[src/rv_config.svh]
// ~~~~~~~~~~~~~~~~~~~~~~~~~~~~~~~~~~~~~~~~~~~~~~~~~~~~~~~~~~~~~~~~~~~~~~~~~
// RV32I core configuration: data width, register file size and reset PC
// ~~~~~~~~~~~~~~~~~~~~~~~~~~~~~~~~~~~~~~~~~~~~~~~~~~~~~~~~~~~~~~~~~~~~~~~~~
`ifndef RV_CONFIG_SVH
`define RV_CONFIG_SVH

// Data and address width
`define RV_XLEN 32

// Architectural registers, x0 included
`define RV_NREGS 32
`define RV_REG_W 5

// First fetch address after reset
`define RV_RESET_PC 32'h8000_0000

`endif

[src/rv_pkg.sv]
// ~~~~~~~~~~~~~~~~~~~~~~~~~~~~~~~~~~~~~~~~~~~~~~~~~~~~~~~~~~~~~~~~~~~~~~~~~
// RV32I core types: opcodes, formats, ALU operations, writeback source
// ~~~~~~~~~~~~~~~~~~~~~~~~~~~~~~~~~~~~~~~~~~~~~~~~~~~~~~~~~~~~~~~~~~~~~~~~~
`default_nettype none

package rv_pkg;

    // Major opcodes handled by the core
    typedef enum logic [6:0] {
        OPC_OP     = 7'b0110011,  // Register-register ALU
        OPC_OP_IMM = 7'b0010011,  // Register-immediate ALU
        OPC_LUI    = 7'b0110111,
        OPC_AUIPC  = 7'b0010111,
        OPC_JAL    = 7'b1101111,
        OPC_JALR   = 7'b1100111,
        OPC_BRANCH = 7'b1100011
    } opcode_e;

    // Instruction format, selects the immediate layout
    typedef enum logic [2:0] {
        FMT_R,
        FMT_I,
        FMT_B,
        FMT_U,
        FMT_J,
        FMT_NONE  // No immediate
    } inst_fmt_e;

    typedef enum logic [3:0] {
        ALU_ADD,
        ALU_SUB,
        ALU_SLL,
        ALU_SLT,
        ALU_SLTU,
        ALU_XOR,
        ALU_SRL,
        ALU_SRA,
        ALU_OR,
        ALU_AND
    } alu_op_e;

    // Writeback source
    typedef enum logic [1:0] {
        WB_NONE,
        WB_ALU,
        WB_PC4  // Link address
    } wb_sel_e;

endpackage

`default_nettype wire

[src/rv_core.sv]
// ~~~~~~~~~~~~~~~~~~~~~~~~~~~~~~~~~~~~~~~~~~~~~~~~~~~~~~~~~~~~~~~~~~~~~~~~~
// Multi-cycle RV32I core top: fetch, decode, register file and execute
// ~~~~~~~~~~~~~~~~~~~~~~~~~~~~~~~~~~~~~~~~~~~~~~~~~~~~~~~~~~~~~~~~~~~~~~~~~
`timescale 1ns/1ps
`default_nettype none

`include "rv_config.svh"

module rv_core (
    input  wire                    clk,
    input  wire                    reset,
    input  wire                    imem_valid,
    input  wire  [`RV_XLEN-1:0]    imem_rdata,
    output logic                   imem_req,
    output logic [`RV_XLEN-1:0]    imem_addr,
    output logic                   retire_valid,
    output logic [`RV_XLEN-1:0]    retire_pc,
    output logic [`RV_REG_W-1:0]   retire_rd,
    output logic                   retire_we,
    output logic [`RV_XLEN-1:0]    retire_wdata
);

    logic [`RV_XLEN-1:0]  inst;
    logic [`RV_XLEN-1:0]  pc;
    logic [`RV_XLEN-1:0]  next_pc;
    logic                 exec;
    logic [`RV_REG_W-1:0] rd;
    logic [`RV_REG_W-1:0] rs1;
    logic [`RV_REG_W-1:0] rs2;
    logic [`RV_XLEN-1:0]  imm;
    logic [2:0]           funct3;
    rv_pkg::opcode_e      opcode;
    rv_pkg::alu_op_e      alu_op;
    rv_pkg::wb_sel_e      wb_sel;
    logic [`RV_XLEN-1:0]  rs1_data;
    logic [`RV_XLEN-1:0]  rs2_data;
    logic [`RV_XLEN-1:0]  wb_data;
    logic                 wb_en;
    logic                 rf_we;

    assign rf_we = exec & wb_en;  // wb_en is already low for rd == x0

    rv_fetch i_fetch (
        .clk        (clk),
        .reset      (reset),
        .imem_valid (imem_valid),
        .imem_rdata (imem_rdata),
        .next_pc    (next_pc),
        .imem_req   (imem_req),
        .imem_addr  (imem_addr),
        .inst       (inst),
        .pc         (pc),
        .exec       (exec)
    );

    rv_decode i_decode (
        .inst   (inst),
        .rd     (rd),
        .rs1    (rs1),
        .rs2    (rs2),
        .imm    (imm),
        .opcode (opcode),
        .alu_op (alu_op),
        .funct3 (funct3),
        .wb_sel (wb_sel)
    );

    rv_regfile i_regfile (
        .clk    (clk),
        .reset  (reset),
        .we     (rf_we),
        .waddr  (rd),
        .raddr1 (rs1),
        .raddr2 (rs2),
        .wdata  (wb_data),
        .rdata1 (rs1_data),
        .rdata2 (rs2_data)
    );

    rv_execute i_execute (
        .opcode   (opcode),
        .funct3   (funct3),
        .alu_op   (alu_op),
        .wb_sel   (wb_sel),
        .imm      (imm),
        .pc       (pc),
        .rs1_data (rs1_data),
        .rs2_data (rs2_data),
        .next_pc  (next_pc),
        .wb_data  (wb_data),
        .wb_en    (wb_en)
    );

    // Retire port mirrors the exec cycle
    assign retire_valid = exec;
    assign retire_pc    = pc;
    assign retire_rd    = rd;
    assign retire_we    = rf_we;
    assign retire_wdata = wb_data;

endmodule

`default_nettype wire

[src/rv_decode.sv]
// ~~~~~~~~~~~~~~~~~~~~~~~~~~~~~~~~~~~~~~~~~~~~~~~~~~~~~~~~~~~~~~~~~~~~~~~~~
// Decoder: instruction fields, immediate, ALU operation, writeback source
// ~~~~~~~~~~~~~~~~~~~~~~~~~~~~~~~~~~~~~~~~~~~~~~~~~~~~~~~~~~~~~~~~~~~~~~~~~
`timescale 1ns/1ps
`default_nettype none

`include "rv_config.svh"

module rv_decode (
    input  wire  [`RV_XLEN-1:0]  inst,
    output logic [`RV_REG_W-1:0] rd,
    output logic [`RV_REG_W-1:0] rs1,
    output logic [`RV_REG_W-1:0] rs2,
    output logic [`RV_XLEN-1:0]  imm,
    output rv_pkg::opcode_e      opcode,
    output rv_pkg::alu_op_e      alu_op,
    output logic [2:0]           funct3,
    output rv_pkg::wb_sel_e      wb_sel
);

    rv_pkg::inst_fmt_e fmt;
    logic              alt_op;  // funct7 bit 5, selects SUB and SRA

    assign opcode = rv_pkg::opcode_e'(inst[6:0]);
    assign rd     = inst[11:7];
    assign funct3 = inst[14:12];
    assign rs1    = inst[19:15];
    assign rs2    = inst[24:20];
    assign alt_op = inst[30];

    always_comb begin
        case (opcode)
            rv_pkg::OPC_OP:                     fmt = rv_pkg::FMT_R;
            rv_pkg::OPC_OP_IMM, rv_pkg::OPC_JALR: fmt = rv_pkg::FMT_I;
            rv_pkg::OPC_BRANCH:                 fmt = rv_pkg::FMT_B;
            rv_pkg::OPC_LUI, rv_pkg::OPC_AUIPC: fmt = rv_pkg::FMT_U;
            rv_pkg::OPC_JAL:                    fmt = rv_pkg::FMT_J;
            default:                            fmt = rv_pkg::FMT_NONE;
        endcase
    end

    // Sign-extended immediates
    always_comb begin
        case (fmt)
            rv_pkg::FMT_I: imm = {{20{inst[31]}}, inst[31:20]};
            rv_pkg::FMT_B: imm = {{20{inst[31]}}, inst[7], inst[30:25], inst[11:8], 1'b0};
            rv_pkg::FMT_U: imm = {inst[31:12], 12'b0};
            rv_pkg::FMT_J: imm = {{12{inst[31]}}, inst[19:12], inst[20], inst[30:21], 1'b0};
            default:       imm = '0;  // R format and unknown opcodes
        endcase
    end

    always_comb begin
        alu_op = rv_pkg::ALU_ADD;  // Address arithmetic for jumps and branches
        if (opcode == rv_pkg::OPC_OP || opcode == rv_pkg::OPC_OP_IMM) begin
            case (funct3)
                3'b000: begin
                    if (fmt == rv_pkg::FMT_R && alt_op) alu_op = rv_pkg::ALU_SUB;
                end
                3'b001:  alu_op = rv_pkg::ALU_SLL;
                3'b010:  alu_op = rv_pkg::ALU_SLT;
                3'b011:  alu_op = rv_pkg::ALU_SLTU;
                3'b100:  alu_op = rv_pkg::ALU_XOR;
                3'b101:  alu_op = alt_op ? rv_pkg::ALU_SRA : rv_pkg::ALU_SRL;
                3'b110:  alu_op = rv_pkg::ALU_OR;
                default: alu_op = rv_pkg::ALU_AND;
            endcase
        end
    end

    // No writeback for x0, so the enable downstream already covers rd
    always_comb begin
        case (opcode)
            rv_pkg::OPC_OP, rv_pkg::OPC_OP_IMM,
            rv_pkg::OPC_LUI, rv_pkg::OPC_AUIPC: wb_sel = rv_pkg::WB_ALU;
            rv_pkg::OPC_JAL, rv_pkg::OPC_JALR:  wb_sel = rv_pkg::WB_PC4;
            default:                            wb_sel = rv_pkg::WB_NONE;
        endcase
        if (rd == '0) wb_sel = rv_pkg::WB_NONE;
    end

endmodule

`default_nettype wire

[src/rv_execute.sv]
// ~~~~~~~~~~~~~~~~~~~~~~~~~~~~~~~~~~~~~~~~~~~~~~~~~~~~~~~~~~~~~~~~~~~~~~~~~
// Execute stage: operand select, ALU, branch compare, next PC and writeback
// ~~~~~~~~~~~~~~~~~~~~~~~~~~~~~~~~~~~~~~~~~~~~~~~~~~~~~~~~~~~~~~~~~~~~~~~~~
`timescale 1ns/1ps
`default_nettype none

`include "rv_config.svh"

module rv_execute (
    input  var rv_pkg::opcode_e    opcode,
    input  wire  [2:0]             funct3,
    input  var rv_pkg::alu_op_e    alu_op,
    input  var rv_pkg::wb_sel_e    wb_sel,
    input  wire  [`RV_XLEN-1:0]    imm,
    input  wire  [`RV_XLEN-1:0]    pc,
    input  wire  [`RV_XLEN-1:0]    rs1_data,
    input  wire  [`RV_XLEN-1:0]    rs2_data,
    output logic [`RV_XLEN-1:0]    next_pc,
    output logic [`RV_XLEN-1:0]    wb_data,
    output logic                   wb_en
);

    logic [`RV_XLEN-1:0] op_a;
    logic [`RV_XLEN-1:0] op_b;
    logic [`RV_XLEN-1:0] alu_res;
    logic [`RV_XLEN-1:0] pc_plus4;
    logic [4:0]          shamt;
    logic                taken;

    assign pc_plus4 = pc + 'd4;

    // Operand A: zero for LUI, pc for pc-relative forms
    always_comb begin
        case (opcode)
            rv_pkg::OPC_LUI:                     op_a = '0;
            rv_pkg::OPC_AUIPC, rv_pkg::OPC_JAL,
            rv_pkg::OPC_BRANCH:                  op_a = pc;
            default:                             op_a = rs1_data;
        endcase
    end

    assign op_b  = (opcode == rv_pkg::OPC_OP) ? rs2_data : imm;
    assign shamt = op_b[4:0];

    always_comb begin
        case (alu_op)
            rv_pkg::ALU_SUB:  alu_res = op_a - op_b;
            rv_pkg::ALU_SLL:  alu_res = op_a << shamt;
            rv_pkg::ALU_SLT:  alu_res = {{(`RV_XLEN-1){1'b0}}, $signed(op_a) < $signed(op_b)};
            rv_pkg::ALU_SLTU: alu_res = {{(`RV_XLEN-1){1'b0}}, op_a < op_b};
            rv_pkg::ALU_XOR:  alu_res = op_a ^ op_b;
            rv_pkg::ALU_SRL:  alu_res = op_a >> shamt;
            rv_pkg::ALU_SRA:  alu_res = $signed(op_a) >>> shamt;  // Keeps the sign bit
            rv_pkg::ALU_OR:   alu_res = op_a | op_b;
            rv_pkg::ALU_AND:  alu_res = op_a & op_b;
            default:          alu_res = op_a + op_b;
        endcase
    end

    // Branch condition on the raw register values
    always_comb begin
        case (funct3)
            3'b000:  taken = (rs1_data == rs2_data);                  // BEQ
            3'b001:  taken = (rs1_data != rs2_data);                  // BNE
            3'b100:  taken = ($signed(rs1_data) < $signed(rs2_data));  // BLT
            3'b101:  taken = ($signed(rs1_data) >= $signed(rs2_data)); // BGE
            3'b110:  taken = (rs1_data < rs2_data);                   // BLTU
            3'b111:  taken = (rs1_data >= rs2_data);                  // BGEU
            default: taken = 1'b0;
        endcase
    end

    always_comb begin
        next_pc = pc_plus4;  // Also the no-op path for unknown opcodes
        if (opcode == rv_pkg::OPC_JAL || (opcode == rv_pkg::OPC_BRANCH && taken)) begin
            next_pc = alu_res;
        end else if (opcode == rv_pkg::OPC_JALR) begin
            next_pc = {alu_res[`RV_XLEN-1:1], 1'b0};
        end
    end

    assign wb_data = (wb_sel == rv_pkg::WB_PC4) ? pc_plus4 : alu_res;
    assign wb_en   = (wb_sel != rv_pkg::WB_NONE);

endmodule

`default_nettype wire

[src/rv_fetch.sv]
// ~~~~~~~~~~~~~~~~~~~~~~~~~~~~~~~~~~~~~~~~~~~~~~~~~~~~~~~~~~~~~~~~~~~~~~~~~
// Fetch unit: PC register, request/wait/exec sequencer, instruction latch
// ~~~~~~~~~~~~~~~~~~~~~~~~~~~~~~~~~~~~~~~~~~~~~~~~~~~~~~~~~~~~~~~~~~~~~~~~~
`timescale 1ns/1ps
`default_nettype none

`include "rv_config.svh"

module rv_fetch (
    input  wire                    clk,
    input  wire                    reset,
    input  wire                    imem_valid,
    input  wire  [`RV_XLEN-1:0]    imem_rdata,
    input  wire  [`RV_XLEN-1:0]    next_pc,
    output logic                   imem_req,
    output logic [`RV_XLEN-1:0]    imem_addr,
    output logic [`RV_XLEN-1:0]    inst,
    output logic [`RV_XLEN-1:0]    pc,
    output logic                   exec
);

    typedef enum logic [1:0] {
        REQUEST,
        WAIT,
        EXEC
    } state_e;

    state_e state;
    logic   run;  // Low only in the cycle reset is held

    always_ff @(posedge clk or posedge reset) begin
        if (reset) begin
            state <= REQUEST;
            run   <= 1'b0;
            pc    <= `RV_RESET_PC;
        end else begin
            run <= 1'b1;
            case (state)
                REQUEST: if (run) state <= WAIT;
                WAIT:    if (imem_valid) state <= EXEC;
                EXEC: begin
                    state <= REQUEST;
                    pc    <= next_pc;  // Commit the resolved target
                end
                default: state <= REQUEST;
            endcase
        end
    end

    // Instruction latch
    always_ff @(posedge clk) begin
        if (state == WAIT && imem_valid) begin
            inst <= imem_rdata;
        end
    end

    assign imem_req  = (state == REQUEST) && run;  // One-cycle pulse
    assign imem_addr = pc;                         // Held until the response
    assign exec      = (state == EXEC);

    // Memory must not answer without an outstanding request
    a_valid_only_in_wait: assert property (
        @(posedge clk) disable iff (reset) imem_valid |-> state == WAIT
    );

endmodule

`default_nettype wire

[src/rv_regfile.sv]
// ~~~~~~~~~~~~~~~~~~~~~~~~~~~~~~~~~~~~~~~~~~~~~~~~~~~~~~~~~~~~~~~~~~~~~~~~~
// Register file: x1..x31 writable, x0 hardwired to zero, 2R1W
// ~~~~~~~~~~~~~~~~~~~~~~~~~~~~~~~~~~~~~~~~~~~~~~~~~~~~~~~~~~~~~~~~~~~~~~~~~
`timescale 1ns/1ps
`default_nettype none

`include "rv_config.svh"

module rv_regfile (
    input  wire                    clk,
    input  wire                    reset,
    input  wire                    we,
    input  wire  [`RV_REG_W-1:0]   waddr,
    input  wire  [`RV_REG_W-1:0]   raddr1,
    input  wire  [`RV_REG_W-1:0]   raddr2,
    input  wire  [`RV_XLEN-1:0]    wdata,
    output logic [`RV_XLEN-1:0]    rdata1,
    output logic [`RV_XLEN-1:0]    rdata2
);

    logic [`RV_XLEN-1:0] regs [1:`RV_NREGS-1];  // No storage for x0

    always_ff @(posedge clk or posedge reset) begin
        if (reset) begin
            for (int i = 1; i < `RV_NREGS; i++) begin
                regs[i] <= '0;
            end
        end else if (we && waddr != '0) begin
            regs[waddr] <= wdata;
        end
    end

    // Combinational reads
    assign rdata1 = (raddr1 == '0) ? '0 : regs[raddr1];
    assign rdata2 = (raddr2 == '0) ? '0 : regs[raddr2];

    // The decoder already drops writes aimed at x0
    a_no_x0_write: assert property (
        @(posedge clk) disable iff (reset) we |-> waddr != '0
    );

endmodule

`default_nettype wire
[config.mk]
export PLATFORM = sky130hd
export DESIGN_NAME = rv_core
export DESIGN_NICKNAME = d
export VERILOG_FILES = /design/src/rv_pkg.sv /design/src/rv_core.sv /design/src/rv_decode.sv /design/src/rv_execute.sv /design/src/rv_fetch.sv /design/src/rv_regfile.sv
export VERILOG_INCLUDE_DIRS = /design/src /design/src/src
export SDC_FILE = /design/constraint.sdc
export NUM_CORES = 2
export LEC_CHECK = 0
export BUFFER_PORTS_ARGS = -buffer_cell sky130_fd_sc_hd__buf_2
export CAP_MARGIN = 15
export CORE_MARGIN = 2
export CORE_UTILIZATION = 40
export DETAILED_ROUTE_END_ITERATION = 10
export RECOVER_POWER = 50
export SLEW_MARGIN = 25
export SYNTH_ARGS = -nofsm -noshare
export SYNTH_HDL_FRONTEND = slang
export SYNTH_SLANG_ARGS = --single-unit
[constraint.sdc]
create_clock -name clk -period 61.1 [get_ports clk]
set_input_delay 6.11 -clock clk [delete_from_list [all_inputs] [get_ports clk]]
set_output_delay 6.11 -clock clk [all_outputs]
set_load 0.005 [all_outputs]
Word level (Yosys, flattened, before mapping) --
Cells that the tools add are included.
Storage, ports and cells: register bits after elaboration 1059, bits of input ports 35, output and inout bits 104
Operators by class: bitwise operators 7, $lt $le $gt $ge 10, equality and inequality tests 34, multiplexer cells 29, shift-type cells 3, add/sub/neg operators 3, reductions and logical operators 22
Operators by type and width (count):
- $bwmux 992 | 1
- $mux 32 | 11
- $bmux 32 s5 | 2
- $pmux 32 s9 | 1
- $demux 32 s5 | 1
- $lt 32x32->1 | 4
- $pmux 32 s4 | 1
- $ge 32x32->1 | 2
- $pmux 32 s2 | 1
- $add 32x3->32 const B | 1
- $add 32x32->32 | 1
- $and 32x32->32 | 1
- $eq 32x32->1 | 1
- $ne 32x32->1 | 1
- $or 32x32->32 | 1
- $shl 32x5->32 | 1
- $shr 32x5->32 | 1
- $sshr 32x5->32 | 1
- $sub 32x32->32 | 1
- $xor 32x32->32 | 1
- $pmux 4 s7 | 1
- $eq 7x7->1 const B | 3
- $ge 6x6->1 const B | 3
- $not 5->6 | 3
- other kinds (32) | 63

Longest topological paths before layout --
depth in word-level cells 12, gate-level depth with buffers 28, mapped depth without buffers 21

Hierarchy --
A second synthesis with hierarchy kept.
Second synthesis, totals: cell total of the unflattened synthesis 6128, area, all modules 70015.9 sq um
By module, submodules not included:
- rv_regfile | area an instance 53334.9 sq um, instances 1, cells each 3767
- rv_execute | area an instance 13206.4 sq um, instances 1, cells each 2101
- rv_fetch | area an instance 2673.8 sq um, instances 1, cells each 143
- rv_decode | area an instance 794.5 sq um, instances 1, cells each 116
- rv_core | area an instance 6.3 sq um, instances 1, cells each 1

Worst setup path before layout --
No wires, ideal clock.
kind register to output, start point reg i_fetch.inst[20], end point out retire_wdata[29], path buffers 8, arrival time 6765 ps, path slack 48225 ps, stages on the path, launching flop included 27, path through edfxtp_1 -> buf_4 -> buf_4 -> buf_2 -> buf_2 -> clkbuf_1 -> clkbuf_1 -> buf_1 -> mux2i_1 -> a21oi_1 -> mux4_2 -> mux2i_1 -> a22oi_1 -> ha_1 -> or3_1 -> or4_1 -> nand2b_1 -> nor2_1 -> o21ai_0 -> a311oi_1 -> o41ai_1 -> xnor2_1 -> a2111oi_0 -> o21ai_0 -> a31oi_1 -> buf_2 -> inv_1
Between the ends: word-level cells in the longest chain between the ends 9, elaborated cells between the ends (all ways) 18, classes of those cells add/sub: 2; shift: 3; mux: 8; bitwise: 4; reduce/logical: 1
Ends and longest elaborated chain:
- from (decl) | line rv_fetch.sv:17 | output logic [`RV_XLEN-1:0] inst,
- from (signal assigned) | line rv_fetch.sv:53 | inst <= imem_rdata;
- $not 5->6 (not written as such) | line rv_regfile.sv:35 | assign rdata2 = (raddr2 == '0) ? '0 : regs[raddr2];
- $bmux 32 s5 | line rv_regfile.sv:35
- $mux 32 (not written as such) (2 in series) | line rv_regfile.sv:35
- $mux 32 | line rv_regfile.sv:35
- $mux 32 * | line rv_execute.sv:42 | assign op_b = (opcode == rv_pkg::OPC_OP) ? rs2_data : imm;
- $add 32x32->32, or another cell as far along | line rv_execute.sv:56 | default: alu_res = op_a + op_b;
- $pmux 32 s9 * | line rv_execute.sv:46 | case (alu_op)
- $mux 32 * | line rv_execute.sv:82 | assign wb_data = (wb_sel == rv_pkg::WB_PC4) ? pc_plus4 : alu_res;
- to (decl) | line rv_core.sv:20 | output logic [`RV_XLEN-1:0] retire_wdata
Every way passes the cells marked *; elsewhere a longest branch is shown, timed or not. The select of a mux whose other input is x is not followed.

Worst setup path after layout --
start point reg i_fetch.inst[21], end point out retire_wdata[9]
Same word-level chain as after synthesis.

==> out/metrics.cfg <==
[run_status]
status = finished with violations
violations = max-capacitance violations, max-slew violations

[finish]
final_area_um2 = 73540
final_layout_size_suffix_gt1_frac = 0.1687
nets = 6753
areaGrowthSynthToFinish_pct = 9.366

[yosys]
async_flop_share = 0.9698
synth_fa_ha_area_frac = 0.02479
ys_ff_latch = 1059
synth_mux_area_frac = 0.2235
yosys.area.top_type_share = 0.3818
synth_most_common_cell = nand2_1
synth_area_leader_cell = dfrtp_1
yosys.area_share.simple = 0.1222
yosys_warnings = 0
synthTopCellsByCount = 1222 x nand2_1, 1026 x dfrtp_1, 1016 x o21ai_0
syn-num-nets = 6983
synthTopCellsByArea = dfrtp_1 38%, mux4_2 17%, o21ai_0 7.6%
synth_cell_types = 91
synthCells = 6816
synth_compound_area_frac = 0.1718
synth-main-ff-cell = dfrtp_1
synth_top_family_by_area = multiplexers
netlist_area_um2 = 67240
synth_area_per_cell_um2 = 9.865
synth-xor-area-share = 0.008206
synth_edf_count = 32
synth-seq-area-share = 0.3965

[clock_network]
clock-root-buffer = clkbuf_16
cts_tree = yes
clockBufferDepth = 3
htreeDepth = 3
clk_latency_ps = 790
cts.sinks = 1059
cts_buffers = 114
clk_pin_slew_worst_paths_ps = 60
cts_hold_buf = 0
cts-resized-gates = 0
postCtsSetupRepairBufs = 0

[die]
dieArea_um2 = 171400
rows = 150
ios = 139
start_util = 0.4025
coreArea_um2 = 167000
die_w_um = 414.0
die_h_um = 414.0

[pwr]
comb_power_share = 0.184
power_w = 0.001837
p_seq_frac = 0.400
internal_power_w = 0.001267
peakVddDrop_v = 0.00002846
p_leak_nw = 30.39
p_sw_frac = 0.3105
clkPwrFrac = 0.416
p_sw_w = 0.0005704
p_per_area_nw_per_um2 = 24.98

[timing]
rsz0062_at_grt = no
finalCriticalPeriod_ps = 24280
skew_ps = 48.90
worstMarginPinSlew_ps = 5870
hold_violations = 0
hold_slack_ps = 500.3
setup_viol = 0
maxSlewHeadroom = -2.935
finalCritPeriodShare = 0.3973
max_freq_ghz = 0.04119
setup_slack_ps = 36820
fin_tns_setup_ps = 0
finalMaxSlewViolations = 1185

[setup_path]
cp_max_fo = 60
worstSetupStartpointType = flip-flop
ff2ff_setup_slack_ps = 43920
end_kind = primary output
crit_family = buffers and inverters
arrival_ps = 18170
crit_path_frequent_cell = clkbuf_1
r2r-end = i_regfile.regs[393]
worst-r2r-cell-count = 17
cp.required_ps = 54990
crit_chain = clkbuf_1, clkbuf_1, clkbuf_1, mux4_2, mux2i_1, o32a_1, a31oi_1, nor2_1, clkbuf_1, nor2_1, a22oi_1, nand2_1, a32o_1, a2111oi_0, o31a_1, clkbuf_1, inv_1, buf_2
r2r-start = i_fetch.inst[21]
crit_buf_inv = 7
cp_slowest_cell = clkbuf_1
worstSetupPathType = flip-flop to primary output
slowest_delay_ps = 2800

[detailed_routing]
ant_nets = 0
first_iter_violations = 7732
wire_per_inst_um = 31.34
route.detailed.drc = 0
drt_pass1_iterations = 6
wl_um = 278700
via_per_inst = 6.468
vias = 57524

[worst_hold_path]
hold_path_end = i_regfile.regs[891]
hold_path_class = flip-flop to flip-flop
whs_path_depth = 2
worstHoldStart = i_regfile.regs[891]

[placement]
hpwl_um = 187400
routabilityCongestion = 1.080
pre_cts_slack_ps = 44490
portBuffers = 138
place_area_um2 = 69560

[grt]
grt_antenna_before_repair = 4
grt_start_max_net_pins = 168
grt_pass1_wl_um = 404000
grt_overflow_total = 0
grt_pass1_vias = 54474
grt_usage = 0.3239

[job]
drv_cap = 24

-- registers in the layout, summed over array words and instances (netlist names) --
signal and count:
i_regfile.regs 992, i_fetch.imem_addr 32, i_fetch.inst 32, i_fetch.state 2, i_fetch.run 1
-- worst min-delay path: stages (launching register included) --
cell and delay, ps:
dfrtp_1 360, nand2_1 60, o31ai_1 50
-- layout by cell type (no fill, tap or decap), drive strengths merged, types with 66 or more instances in the layout --
master / n
ha: 130
nand2: 1222
nor3: 153
mux2i: 295
mux4: 496
nor2: 241
nand3: 80
clkbuf: 255
o21ai: 1068
inv: 150
a211oi: 66
dfrtp: 1026
mux2: 80
buf: 233
a21oi: 286
-- power groups by stage --
| stage | Combinational, W | Clock (W) | Sequential, W |
|---|---|---|---|
| floorplan | 0.000223 | 0 | 0.000734 |
| global placement | 0.000332 | 0 | 0.000745 |
| detailed placement | 0.000333 | 0 | 0.000746 |
| CTS | 0.000334 | 0.000773 | 0.000733 |
| global route | 0.000354 | 0.000801 | 0.000734 |
| finish | 0.000339 | 0.000765 | 0.000734 |
-- how the worst max path moves through the flow --
stage / from / to / depth (start not counted)
after floorplan: reset / i_fetch.imem_addr[0] / 1
after global placement: i_fetch.inst[20] / retire_wdata[29] / 22
after detailed placement: i_fetch.inst[20] / retire_wdata[29] / 22
after CTS: i_fetch.inst[20] / retire_wdata[29] / 22
after global routing: i_fetch.inst[21] / retire_wdata[9] / 18
final: i_fetch.inst[21] / retire_wdata[9] / 18
-- area by class of cell --
| class | count | area (µm²) |
|---|---|---|
| multi-input combinational | 4935 | 37390 |
| antenna | 8 | 20.02 |
| timing repair buffer | 327 | 2024 |
| sequential | 1059 | 26660 |
| inverter | 149 | 560.5 |
| clock buffer | 161 | 3319 |
| fill | 15980 | 93500 |
| tap | 2204 | 2758 |
| clock inverter | 51 | 802.0 |
-- metrics by stage --
stage,util,cells
after floorplan,-,6816
after global placement,0.4163,8671
after detailed placement,0.4164,8672
after CTS,0.4411,8884
after global routing,0.4401,8886
final,0.4402,8894
-- metal layers --
layer | track usage | part of all wire | vias to the layer above | routed length [µm]
met5 | 0 | 0.000090 | - | 25
met2 | 0.4772 | 0.43 | 3138 | 120100
li1 | - | - | 24522 | -
met4 | 0.1549 | 0.057 | 4 | 15950
met1 | 0.4602 | 0.42 | 29241 | 116400
met3 | 0.06097 | 0.094 | 619 | 26210
-- kinds of logic after synthesis --
family,after synthesis
and+or+nand+nor,1926
xor gates and xnor gates,63
muxes,871
DFF,1059
AOI/OAI and AO/OA,1942
buffers and inverters,822
adders and majority gates,132
other,1
Power figures use the tool's default switching activity.
